## src/verilog/rvv_pkg.sv

```systemverilog
// shared sizes, field typedefs, instruction class enum
// command and uop layouts for the vector decode path
`default_nettype none

package rvv_pkg;

  // decode throughput per cycle
  localparam int NUM_DE_INST = 2;
  localparam int NUM_DE_UOP  = 4;

  // queue sizes and their pointer widths
  localparam int CQ_DEPTH = 8;
  localparam int CQ_AW    = 3;
  localparam int UQ_DEPTH = 16;
  localparam int UQ_AW    = 4;

  // bytes per vector register, VLEN 128
  localparam int VLENB = 16;

  typedef logic [2:0] uop_index_t;
  typedef logic [4:0] vreg_t;
  typedef logic [6:0] vstart_t;
  typedef logic [1:0] sew_t;   // 0/1/2 = e8/e16/e32, 3 illegal
  typedef logic [1:0] lmul_t;  // log2 of lmul

  typedef enum logic [1:0] {
    arith,
    load_unit,
    load_stride,
    store
  } inst_class_e;

  // vs1 holds the stride register for strided loads
  typedef struct packed {
    inst_class_e inst_class;
    sew_t        sew;
    lmul_t       lmul;
    vreg_t       vd;
    vreg_t       vs2;
    vreg_t       vs1;
    vstart_t     vstart;
  } rvv_cmd_t;

  // register fields already offset by uop_index
  typedef struct packed {
    inst_class_e inst_class;
    sew_t        sew;
    vreg_t       vd;
    vreg_t       vs2;
    vreg_t       vs1;
    uop_index_t  uop_index;
    vstart_t     vstart;
    logic        last;
  } rvv_uop_t;

endpackage

`default_nettype wire

```

## src/verilog/rvv_if.sv

```systemverilog
// command queue to decode link
// decode to uop queue link
`timescale 1ns/100ps
`default_nettype none

interface cq_de_if;
  // two oldest entries, entry 1 only meaningful when almost_empty is low
  rvv_pkg::rvv_cmd_t [rvv_pkg::NUM_DE_INST-1:0] inst_pkg;
  logic                                         fifo_empty;
  logic [rvv_pkg::NUM_DE_INST-1:1]              almost_empty;
  // pop[1] only together with pop[0]
  logic [rvv_pkg::NUM_DE_INST-1:0]              pop;

  modport queue (output inst_pkg, output fifo_empty, output almost_empty, input pop);
  modport decoder (input inst_pkg, input fifo_empty, input almost_empty, output pop);
endinterface

interface uq_de_if;
  // push fills from slot 0 upward
  logic [rvv_pkg::NUM_DE_UOP-1:0]               push;
  rvv_pkg::rvv_uop_t [rvv_pkg::NUM_DE_UOP-1:0]  data;
  logic                                         fifo_full;
  // bit i high when fewer than i+1 slots free
  logic [rvv_pkg::NUM_DE_UOP-1:1]               almost_full;

  modport queue (input push, input data, output fifo_full, output almost_full);
  modport decoder (output push, output data, input fifo_full, input almost_full);
endinterface

`default_nettype wire

```

## src/verilog/rvv_backend.sv

```systemverilog
// vector backend front end, command queue, decode, uop queue
`timescale 1ns/100ps
`default_nettype none

module rvv_backend (
  input  logic              clk,
  input  logic              reset,
  input  logic              cmd_push,
  input  rvv_pkg::rvv_cmd_t cmd_data,
  input  logic              uop_pop,
  output logic              cmd_full,
  output logic              uop_empty,
  output rvv_pkg::rvv_uop_t uop_data
);

  cq_de_if cq ();
  uq_de_if uq ();

  rvv_cmd_queue i_cmd_queue (
    .clk      (clk),
    .reset    (reset),
    .cmd_push (cmd_push),
    .cmd_data (cmd_data),
    .cmd_full (cmd_full),
    .cq       (cq.queue)
  );

  // combinational from queue head to pop and push
  rvv_decode i_decode (
    .clk   (clk),
    .reset (reset),
    .cq    (cq.decoder),
    .uq    (uq.decoder)
  );

  rvv_uop_queue i_uop_queue (
    .clk       (clk),
    .reset     (reset),
    .uq        (uq.queue),
    .uop_pop   (uop_pop),
    .uop_empty (uop_empty),
    .uop_data  (uop_data)
  );

endmodule

`default_nettype wire

```

## src/verilog/rvv_cmd_queue.sv

```systemverilog
// command fifo, one write port, two head entries visible to decode
`timescale 1ns/100ps
`default_nettype none

module rvv_cmd_queue (
  input  logic              clk,
  input  logic              reset,
  input  logic              cmd_push,
  input  rvv_pkg::rvv_cmd_t cmd_data,
  output logic              cmd_full,
  cq_de_if.queue            cq
);

  rvv_pkg::rvv_cmd_t            mem [rvv_pkg::CQ_DEPTH];
  logic [rvv_pkg::CQ_AW-1:0]    wptr;
  logic [rvv_pkg::CQ_AW-1:0]    rptr;
  logic [rvv_pkg::CQ_AW:0]      count;
  logic                         push_ok;
  logic [1:0]                   num_pop;

  // push while full is dropped
  assign push_ok = cmd_push && !cmd_full;
  assign num_pop = 2'(cq.pop[0]) + 2'(cq.pop[1]);

  // payload storage
  always_ff @(posedge clk) begin
    if (push_ok) begin
      mem[wptr] <= cmd_data;
    end
  end

  // pointers and occupancy
  always_ff @(posedge clk) begin
    if (reset) begin
      wptr  <= '0;
      rptr  <= '0;
      count <= '0;
    end else begin
      if (push_ok) begin
        wptr <= wptr + 1'b1;
      end
      rptr  <= rptr + rvv_pkg::CQ_AW'(num_pop);
      count <= count + (rvv_pkg::CQ_AW + 1)'(push_ok) - (rvv_pkg::CQ_AW + 1)'(num_pop);
    end
  end

  assign cmd_full = count == (rvv_pkg::CQ_AW + 1)'(rvv_pkg::CQ_DEPTH);

  // head entries straight from storage
  assign cq.inst_pkg[0]      = mem[rptr];
  assign cq.inst_pkg[1]      = mem[rptr + 1'b1];
  assign cq.fifo_empty       = count == '0;
  assign cq.almost_empty[1]  = count < 2;

endmodule

`default_nettype wire

```

## src/verilog/rvv_decode.sv

```systemverilog
// decode stage, two decode units and the pop/push controller
`timescale 1ns/100ps
`default_nettype none

module rvv_decode (
  input  logic     clk,
  input  logic     reset,
  cq_de_if.decoder cq,
  uq_de_if.decoder uq
);

  logic [rvv_pkg::NUM_DE_INST-1:0]                                  pkg_valid;
  logic [rvv_pkg::NUM_DE_INST-1:0][rvv_pkg::NUM_DE_UOP-1:0]         uop_valid;
  rvv_pkg::rvv_uop_t [rvv_pkg::NUM_DE_INST-1:0][rvv_pkg::NUM_DE_UOP-1:0] uops;
  rvv_pkg::uop_index_t                                              uop_index_remain;

  // entry 1 present only with two or more held
  assign pkg_valid[0] = !cq.fifo_empty;
  assign pkg_valid[1] = !(cq.fifo_empty || cq.almost_empty[1]);

  // head entry, may resume mid group
  rvv_decode_unit i_decode_unit0 (
    .inst_valid       (pkg_valid[0]),
    .inst             (cq.inst_pkg[0]),
    .uop_index_remain (uop_index_remain),
    .uop_valid        (uop_valid[0]),
    .uops             (uops[0])
  );

  // second entry always starts from uop 0
  rvv_decode_unit i_decode_unit1 (
    .inst_valid       (pkg_valid[1]),
    .inst             (cq.inst_pkg[1]),
    .uop_index_remain ('0),
    .uop_valid        (uop_valid[1]),
    .uops             (uops[1])
  );

  rvv_decode_ctrl i_decode_ctrl (
    .clk              (clk),
    .reset            (reset),
    .pkg_valid        (pkg_valid),
    .uop_valid        (uop_valid),
    .uops             (uops),
    .uop_index_remain (uop_index_remain),
    .cq               (cq),
    .uq               (uq)
  );

endmodule

`default_nettype wire

```

## src/verilog/rvv_decode_ctrl.sv

```systemverilog
// pop and push selection, remaining uop index of a split instruction
`timescale 1ns/100ps
`default_nettype none

module rvv_decode_ctrl (
  input  logic                                                            clk,
  input  logic                                                            reset,
  input  logic [rvv_pkg::NUM_DE_INST-1:0]                                 pkg_valid,
  input  logic [rvv_pkg::NUM_DE_INST-1:0][rvv_pkg::NUM_DE_UOP-1:0]        uop_valid,
  input  rvv_pkg::rvv_uop_t [rvv_pkg::NUM_DE_INST-1:0][rvv_pkg::NUM_DE_UOP-1:0] uops,
  output rvv_pkg::uop_index_t                                             uop_index_remain,
  cq_de_if.decoder                                                        cq,
  uq_de_if.decoder                                                        uq
);

  logic [2:0]                            free_slots;
  logic [rvv_pkg::NUM_DE_INST-1:0][2:0]  num_valid;
  logic [rvv_pkg::NUM_DE_INST-1:0]       has_last;
  logic [2:0]                            take0;
  logic                                  done0;
  logic                                  done1;
  logic [2:0]                            push_cnt;

  // free slots from the thermometer of almost-full levels
  always_comb begin
    if (uq.fifo_full)          free_slots = 3'd0;
    else if (uq.almost_full[1]) free_slots = 3'd1;
    else if (uq.almost_full[2]) free_slots = 3'd2;
    else if (uq.almost_full[3]) free_slots = 3'd3;
    else                        free_slots = 3'd4;
  end

  // valid uops are packed from slot 0 by the units
  always_comb begin
    for (int i = 0; i < rvv_pkg::NUM_DE_INST; i++) begin
      num_valid[i] = '0;
      has_last[i]  = 1'b0;
      for (int j = 0; j < rvv_pkg::NUM_DE_UOP; j++) begin
        num_valid[i] = num_valid[i] + 3'(uop_valid[i][j]);
        has_last[i]  = has_last[i] | (uop_valid[i][j] & uops[i][j].last);
      end
    end
  end

  assign take0 = (num_valid[0] < free_slots) ? num_valid[0] : free_slots;

  // no uops at all means illegal or fully prestart, pop right away
  assign done0 = pkg_valid[0] &&
                 ((num_valid[0] == '0) || (has_last[0] && (num_valid[0] <= free_slots)));

  // second entry only when it finishes whole in the leftover slots
  assign done1 = done0 && pkg_valid[1] &&
                 ((num_valid[1] == '0) ||
                  (has_last[1] && (num_valid[1] <= (free_slots - take0))));

  assign cq.pop   = {done1, done0};
  assign push_cnt = take0 + (done1 ? num_valid[1] : 3'd0);

  // unit 0 uops first, unit 1 uops right behind them
  always_comb begin
    for (int i = 0; i < rvv_pkg::NUM_DE_UOP; i++) begin
      uq.push[i] = 3'(i) < push_cnt;
      uq.data[i] = uops[0][i];
      for (int j = 0; j < rvv_pkg::NUM_DE_UOP; j++) begin
        if (3'(i) == (take0 + 3'(j))) begin
          uq.data[i] = uops[1][j];
        end
      end
    end
  end

  // partly decoded instruction resumes after the uops just pushed
  always_ff @(posedge clk) begin
    if (reset) begin
      uop_index_remain <= '0;
    end else if (done0) begin
      uop_index_remain <= '0;
    end else if (pkg_valid[0] && (num_valid[0] != '0)) begin
      uop_index_remain <= uops[0][0].uop_index + take0;
    end
  end

endmodule

`default_nettype wire

```

## src/verilog/rvv_decode_unit.sv

```systemverilog
// splits one vector command into up to four uops
`timescale 1ns/100ps
`default_nettype none

module rvv_decode_unit (
  input  logic                                        inst_valid,
  input  rvv_pkg::rvv_cmd_t                           inst,
  input  rvv_pkg::uop_index_t                         uop_index_remain,
  output logic [rvv_pkg::NUM_DE_UOP-1:0]              uop_valid,
  output rvv_pkg::rvv_uop_t [rvv_pkg::NUM_DE_UOP-1:0] uops
);

  logic [3:0] num_uop;
  logic [4:0] reg_mask;
  logic       legal;
  logic [2:0] epu_shift;
  logic [6:0] first_kept;
  logic [6:0] start;
  logic [7:0] uop_idx   [rvv_pkg::NUM_DE_UOP];
  logic [7:0] elem_base [rvv_pkg::NUM_DE_UOP];

  // register group size, 1 to 8
  assign num_uop  = 4'd1 << inst.lmul;
  assign reg_mask = {1'b0, num_uop - 4'd1};

  // illegal sew or misaligned group is discarded
  assign legal = (inst.sew != 2'd3) &&
                 ((inst.vd & reg_mask) == '0) &&
                 ((inst.vs2 & reg_mask) == '0);

  // log2 of elements per uop, VLENB >> sew
  assign epu_shift = 3'($clog2(rvv_pkg::VLENB)) - {1'b0, inst.sew};

  // uops below this index are all prestart
  assign first_kept = inst.vstart >> epu_shift;

  // resume point, never inside the prestart prefix
  assign start = (first_kept > {4'b0, uop_index_remain}) ?
                 first_kept : {4'b0, uop_index_remain};

  // kept uops come out packed from slot 0
  always_comb begin
    for (int j = 0; j < rvv_pkg::NUM_DE_UOP; j++) begin
      uop_idx[j]   = {1'b0, start} + 8'(j);
      elem_base[j] = uop_idx[j] << epu_shift;
      uop_valid[j] = inst_valid && legal && (uop_idx[j] < {4'b0, num_uop});

      uops[j].inst_class = inst.inst_class;
      uops[j].sew        = inst.sew;
      uops[j].vd         = inst.vd  + {2'b0, uop_idx[j][2:0]};
      uops[j].vs2        = inst.vs2 + {2'b0, uop_idx[j][2:0]};
      uops[j].vs1        = inst.vs1 + {2'b0, uop_idx[j][2:0]};
      uops[j].uop_index  = uop_idx[j][2:0];

      // vstart relative to first element of this uop
      if ({1'b0, inst.vstart} > elem_base[j]) begin
        uops[j].vstart = 7'({1'b0, inst.vstart} - elem_base[j]);
      end else begin
        uops[j].vstart = '0;
      end

      // final uop of the group, only reached when not prestart
      uops[j].last = uop_idx[j] == ({4'b0, num_uop} - 8'd1);
    end
  end

endmodule

`default_nettype wire

```

## src/verilog/rvv_uop_queue.sv

```systemverilog
// uop fifo, four write ports, one read port
`timescale 1ns/100ps
`default_nettype none

module rvv_uop_queue (
  input  logic              clk,
  input  logic              reset,
  uq_de_if.queue            uq,
  input  logic              uop_pop,
  output logic              uop_empty,
  output rvv_pkg::rvv_uop_t uop_data
);

  rvv_pkg::rvv_uop_t          mem [rvv_pkg::UQ_DEPTH];
  logic [rvv_pkg::UQ_AW-1:0]  wptr;
  logic [rvv_pkg::UQ_AW-1:0]  rptr;
  logic [rvv_pkg::UQ_AW:0]    count;
  logic [2:0]                 num_push;
  logic                       pop_ok;

  // pop on empty is ignored
  assign pop_ok = uop_pop && !uop_empty;

  // push bits are gap free, so a popcount gives the write span
  always_comb begin
    num_push = '0;
    for (int j = 0; j < rvv_pkg::NUM_DE_UOP; j++) begin
      num_push = num_push + 3'(uq.push[j]);
    end
  end

  // consecutive writes from wptr
  always_ff @(posedge clk) begin
    for (int j = 0; j < rvv_pkg::NUM_DE_UOP; j++) begin
      if (uq.push[j]) begin
        mem[wptr + rvv_pkg::UQ_AW'(j)] <= uq.data[j];
      end
    end
  end

  always_ff @(posedge clk) begin
    if (reset) begin
      wptr  <= '0;
      rptr  <= '0;
      count <= '0;
    end else begin
      wptr  <= wptr + rvv_pkg::UQ_AW'(num_push);
      rptr  <= rptr + rvv_pkg::UQ_AW'(pop_ok);
      count <= count + (rvv_pkg::UQ_AW + 1)'(num_push) - (rvv_pkg::UQ_AW + 1)'(pop_ok);
    end
  end

  // oldest entry always on the output
  assign uop_empty    = count == '0;
  assign uop_data     = mem[rptr];
  assign uq.fifo_full = count == (rvv_pkg::UQ_AW + 1)'(rvv_pkg::UQ_DEPTH);

  // bit i set when fewer than i+1 slots free
  always_comb begin
    for (int i = 1; i < rvv_pkg::NUM_DE_UOP; i++) begin
      uq.almost_full[i] = ((rvv_pkg::UQ_AW + 1)'(rvv_pkg::UQ_DEPTH) - count) <
                          (rvv_pkg::UQ_AW + 1)'(i + 1);
    end
  end

endmodule

`default_nettype wire
```

## config.mk

```make
export PLATFORM = sky130hd
export DESIGN_NAME = rvv_backend
export DESIGN_NICKNAME = d
export VERILOG_FILES = /design/src/verilog/rvv_pkg.sv /design/src/verilog/rvv_if.sv /design/src/verilog/rvv_backend.sv /design/src/verilog/rvv_cmd_queue.sv /design/src/verilog/rvv_decode.sv /design/src/verilog/rvv_decode_ctrl.sv /design/src/verilog/rvv_decode_unit.sv /design/src/verilog/rvv_uop_queue.sv
export SDC_FILE = /design/constraint.sdc
export NUM_CORES = 2
export LEC_CHECK = 0
export ABC_CLOCK_PERIOD_IN_PS = 17500
export BUFFER_PORTS_ARGS = -buffer_cell sky130_fd_sc_hd__buf_2
export CORE_MARGIN = 1.5
export CORE_UTILIZATION = 66
export CTS_BUF_LIST = sky130_fd_sc_hd__clkbuf_16
export CTS_CLUSTER_SIZE = 16
export DETAILED_ROUTE_END_ITERATION = 10
export GPL_TIMING_DRIVEN = 0
export PLACE_DENSITY = 0.91
export SLEW_MARGIN = 20
export SYNTH_ARGS = -nofsm -noshare
export SYNTH_HDL_FRONTEND = slang
export SYNTH_HIERARCHICAL = 1
export SYNTH_SLANG_ARGS = --single-unit
export TNS_END_PERCENT = 10
```

## constraint.sdc

```tcl
create_clock -name clk -period 17.5 [get_ports clk]
set_clock_uncertainty 0.1 [all_clocks]
set_input_delay 1.75 -clock clk [delete_from_list [all_inputs] [get_ports clk]]
set_output_delay 1.75 -clock clk [all_outputs]
set_load 0.1 [all_outputs]
```

==> impl_results.md, run 1 <==
- Tot GR Track Use: 78.17%
- Post-synth top area share: a little over a third
- Port bufs: 63
- Yosys cell types: ~120
- XOR/XNOR Fraction of Synth Area: 2.254%
- Ys Warns: 6
- Max Buffers Root-to-Sink: 3
- Rows: 110
- Cell taking the most area after synthesis: edfxtp_1
- Dpl hpwl: 224400 um
- Chip height: 305.2 um
- Die W: 305.2 um
- Top cells by area, synth: edfxtp_1 (35%), mux4_2 (8.7%), ha_1 (4.3%), clkbuf_1 (3.2%), a21oi_1 (3.0%)
- Register area share after synthesis: 35.93%
- Number of synthesized flops with an enable pin: 704
- Largest net degree at the start of global routing: 31
- Placed cell area: 63000 um^2
- Largest family of logic cells by synthesized area: compound AO/OA/AOI/OAI gates
- CTS sink cnt: 730
- Routability Congestion: ~1.2
- Mux cell area share after synthesis: 11.94%
- Halt point of the flow: global routing (5_1_grt)
- Synthesis-stage register bit count: 730
- Outcome: did not finish
- Asr flop ratio synth: 0%
- Top_reg_cell synth: edfxtp_1
- Area fraction in compound gates after synthesis: approximately 29%
- Simple-Gate Fraction of Synth Area: slightly below 9%
- GRT overflow: 4
- Worst End Pin Type: sequential cell input
- Initial Util: 66.77%
- Run Error: [ERROR GRT-0232] Routing congestion too high. Check the congestion heatmap in the GUI.
- TritonCTS Buffers: 78
- Clk root buf: clkbuf_16
- H-tree depth: 3
- Post-synth top cells: edfxtp_1 (704), clkbuf_1 (512), a21oi_1 (362)
- Gate Count Post-Synth: slightly below 6000
- Ports: 64
- Avg Cell Area, Syn: 10.24 um^2
- Synth Area in Adders: under 10%
- Cell Area, Synth: about 60000 um^2
- Cell with the most instances after synthesis: edfxtp_1
- Crit. endpoint post-GRT repair: i_uop_queue/count[4]$_SDFF_PP0_/D
==> metal layers <==
layer / global-route usage, % / GRT overflow
met1: 80.00 / 0
met2: 91.08 / 0
met3: 67.09 / 0
met4: 72.97 / 4
met5: 37.93 / 0
==> per-stage QoR <==
stage                     setup WS [ps]  util [%]  setup TNS (ps)  instances
after floorplan                    2501         -               0       5895
after global placement            -4172     68.78        -2322520       7134
after detailed placement          -2432     69.78        -1747030       7194
after CTS                         18.56     72.84               0       7357
==> what timing repair did <==
action,CTS
setup endpoints to repair,972
gates resized for setup,21
hold buffers,0
gates cloned,0
buffers inserted,18
pin swaps,6
==> cell families after synthesis <==
| family | Yosys count |
|---|---|
| XOR/XNOR | 151 |
| adder cells (fa/ha/maj) | 253 |
| AND/OR/NAND/NOR | 1033 |
| other | 1 |
| multiplexers | 404 |
| flip-flops | 730 |
| AO/OA/AOI/OAI | 2442 |
| buffers and inverters | 873 |
==> run 2, diff against run 1 <==
Settings changed: CORE_UTILIZATION 66 to 40, CTS_BUF_LIST sky130_fd_sc_hd__clkbuf_16 to default, CTS_CLUSTER_SIZE 16 to default, PLACE_DENSITY 0.91 to default, PLACE_DENSITY_LB_ADDON from default to 0.15.
==> impl_results.md, run 2 <==
- Drt wl/cell: 36.75 um
- TritonCTS Buffers: 86 (+10%)
- First-pass GRT wire length: 420000 um
- Setup-failing EPs final: 0
- Rows: 142 (+29%)
- Dpl hpwl: 235800 um (+5.0%)
- Tot GR Track Use: approximately 38%
- Post-route ant nets: 0
- Max Buffers Root-to-Sink: 3 (unchanged)
- Hold Buf Count CTS: 0 (unchanged)
- Worst-margin pin slew: 1302 ps
- Post-route clock period utilization: 97.50%
- R2r worst-path depth: 58
- Die W: 391.2 um (+28%)
- Commonest cells after routing, fill and taps aside: edfxtp_1 (704), clkbuf_1 (524), a21oi_1 (361)
- Asr flop ratio synth: 0% (unchanged)
- Gate Count Post-Synth: 5887 (unchanged)
- Clk root buf: clkbuf_16
- Met3 routed WL: 34070 um
- Final hold violation count: 0
- Worst hold path type: reg2reg
- Clock transition at the registers of the reported paths: 60 ps
- Ys Warns: 6 (unchanged)
- Top Registers: i_uop_queue/mem x480, i_cmd_queue/mem x224, i_uop_queue/count x5
- Fraction of layout cells with a size suffix above 1: 14.68%
- Wl on met1: 114700 um
- Slew Viols, Final: 0
- WP depth: 58
- Post-Layout Cell Count: 8211
- Antenna violations before repair: 28
- Final period demand of the worst path: 17060 ps
- Commonest non-fill, non-tap cell in the layout: edfxtp_1
- Largest register FFs: 480
- Number of global-route vias before repair: 55020
- RSZ-0062 raised after global routing: no
- CTS tree: yes
- FF-to-FF End: i_uop_queue/mem[3][7]$_DFFE_PP_
- Initial Util: 40.25% (-27 points)
- Yosys cell types: 122 (unchanged)
- Kind of start point of the critical path: flop
- Post-DR vias/cell: 7.035
- Synthesis-stage register bit count: 730 (unchanged)
- Routability Congestion: 1.117 (-10%)
- R2r startpoint: i_cmd_queue/rptr[1]$_SDFF_PP0_
- Worst path bufs/invs: 17
- Post-synth top cells: edfxtp_1 (704), clkbuf_1 (512), a21oi_1 (362)
- Reg-to-reg slack, setup: 440 ps
- DR vias: 57770
- Most used cell, CP: ha_1
- Post-synth top area share: 35.07% (unchanged)
- Cell Area, Synth: 60280 um^2 (unchanged)
- Top cells by area, synth: edfxtp_1 (35%), mux4_2 (8.7%), ha_1 (4.3%), clkbuf_1 (3.2%), a21oi_1 (3.0%)
- Port bufs: 63 (unchanged)
- Layout area overhead: 11.58%
- Number of DRC markers in iteration 0: 9257
- Largest net degree at the start of global routing: 31
- Crit path DAT: 17360 ps
- Cell taking the most area after synthesis: edfxtp_1
- Slowest CP cell: buf_1
- DR top layer: met5
- Final Net Count: 6406
- Initial DRT Pass Iterations: 11
- Setup CP Type: reg2reg
- Max-cap violations: 0
- Worst EP required: 17800 ps
- Slew headroom: 12.88%
- Final WL: between 300000 and 400000 um
- Hold Slack: 426.3 ps
- Critical-path maximum fanout: 24
- CP Capture Type: flop
- Wire length on met2: 129900 um
- Failing checks: DRC
- Delay-heaviest family, CP: buffers and inverters
- Ports: 64 (unchanged)
- Post-route cell area: between 60000 and 70000 um^2
- Register area share after synthesis: 35.93% (unchanged)
- Core footprint: about 150000 um^2
- CTS sink cnt: 730 (unchanged)
- CP max stage delay: 960 ps
- Number of synthesized flops with an enable pin: 704 (unchanged)
- Crit path launch: i_cmd_queue/rptr[1]$_SDFF_PP0_
- Most flops, register: i_uop_queue/mem
- Chip height: 391.2 um (+28%)
- Worst-Skew Late Latency: 730 ps
- Setup crit end: i_uop_queue/mem[3][7]$_DFFE_PP_
- Fmax: ~0.06 GHz
- Avg Cell Area, Syn: 10.24 um^2 (unchanged)
- H-tree depth: 3 (unchanged)
- Outcome: finished, violations left
- Top_reg_cell synth: edfxtp_1
- Placed cell area: 64000 um^2 (+1.6%)
- Cell with the most instances after synthesis: edfxtp_1
- DIE AREA: approximately 150000 um^2
- DP Cell Count: 8027 (+12%)
- GRT overflow: 0
- DRC: 22
-- run 2: how the worst min path moves through the flow --
stage / startpoint / to / slack, ps / cells past startpoint
floorplan: i_cmd_queue/wptr[0]$_SDFFE_PP0P_ / i_cmd_queue/wptr[0]$_SDFFE_PP0P_ / 380 / 2
global placement: i_cmd_queue/wptr[0]$_SDFFE_PP0P_ / i_cmd_queue/wptr[0]$_SDFFE_PP0P_ / 400 / 2
detailed placement: i_cmd_queue/wptr[0]$_SDFFE_PP0P_ / i_cmd_queue/wptr[0]$_SDFFE_PP0P_ / 420 / 2
CTS: i_cmd_queue/wptr[0]$_SDFFE_PP0P_ / i_cmd_queue/wptr[0]$_SDFFE_PP0P_ / 420 / 2
global route: i_cmd_queue/wptr[0]$_SDFFE_PP0P_ / i_cmd_queue/wptr[0]$_SDFFE_PP0P_ / 460 / 2
finish: i_cmd_queue/wptr[0]$_SDFFE_PP0P_ / i_cmd_queue/wptr[0]$_SDFFE_PP0P_ / 430 / 2
-- run 2: timing repair --
item	in CTS	in global routing
buffers inserted	12	11
gates resized for setup	20	24
endpoints found under the setup margin	972	957
pin swaps	5	2
-- run 2: through the flow --
stage                     util (%)  setup TNS (ps)  setup slack, ps
after global placement       42.16        -3023050            -4533
final                        44.91               0            437.5
after CTS                    44.81               0            3.467
after detailed placement     42.73        -2129090            -2638
after floorplan                  -               0             2501
after global routing         44.90               0            17.22
-- run 2: per-layer routing --
layer / up-vias / GRT usage, %
li1: 23970 / -
met1: 28330 / 48.65
met5: - / 0.7974
met2: 4241 / 58.44
met4: 30 / 23.01
met3: 1193 / 10.61
-- run 2: worst min-delay path: stages (launching register included) --
cell and delay, ps:
dfxtp_1 330, o21ai_0 80, a21oi_1 70
-- run 2: cell families (layout without fill, tap and decap cells) --
logic type	count (synthesis)	count (layout)	synth area share [%]
other	1	14	0.006221
adder cells (fa/ha/maj)	253	253	5.799
AND/OR/NAND/NOR	1033	1033	8.792
flip-flops	730	730	35.93
buffers and inverters	873	1168	6.326
XOR/XNOR	151	151	2.254
AO/OA/AOI/OAI	2442	2442	28.95
multiplexers	404	404	11.94
-- run 2: final cells by class --
cell class / instances / area [um^2]
clock buffer: 109 / 2322
tap: 2016 / 2522
timing repair buffer: 139 / 1177
inverter: 131 / 510.5
clock inverter: 48 / 618.1
sequential: 730 / 21660
fill: 14260 / 82510
buffer: 741 / 3343
antenna: 5 / 12.51
multi-input combinational: 4292 / 35100
Power of run 2 is not shown: default switching activity piles up to over one toggle a cycle in this logic, so the estimate is an artifact.
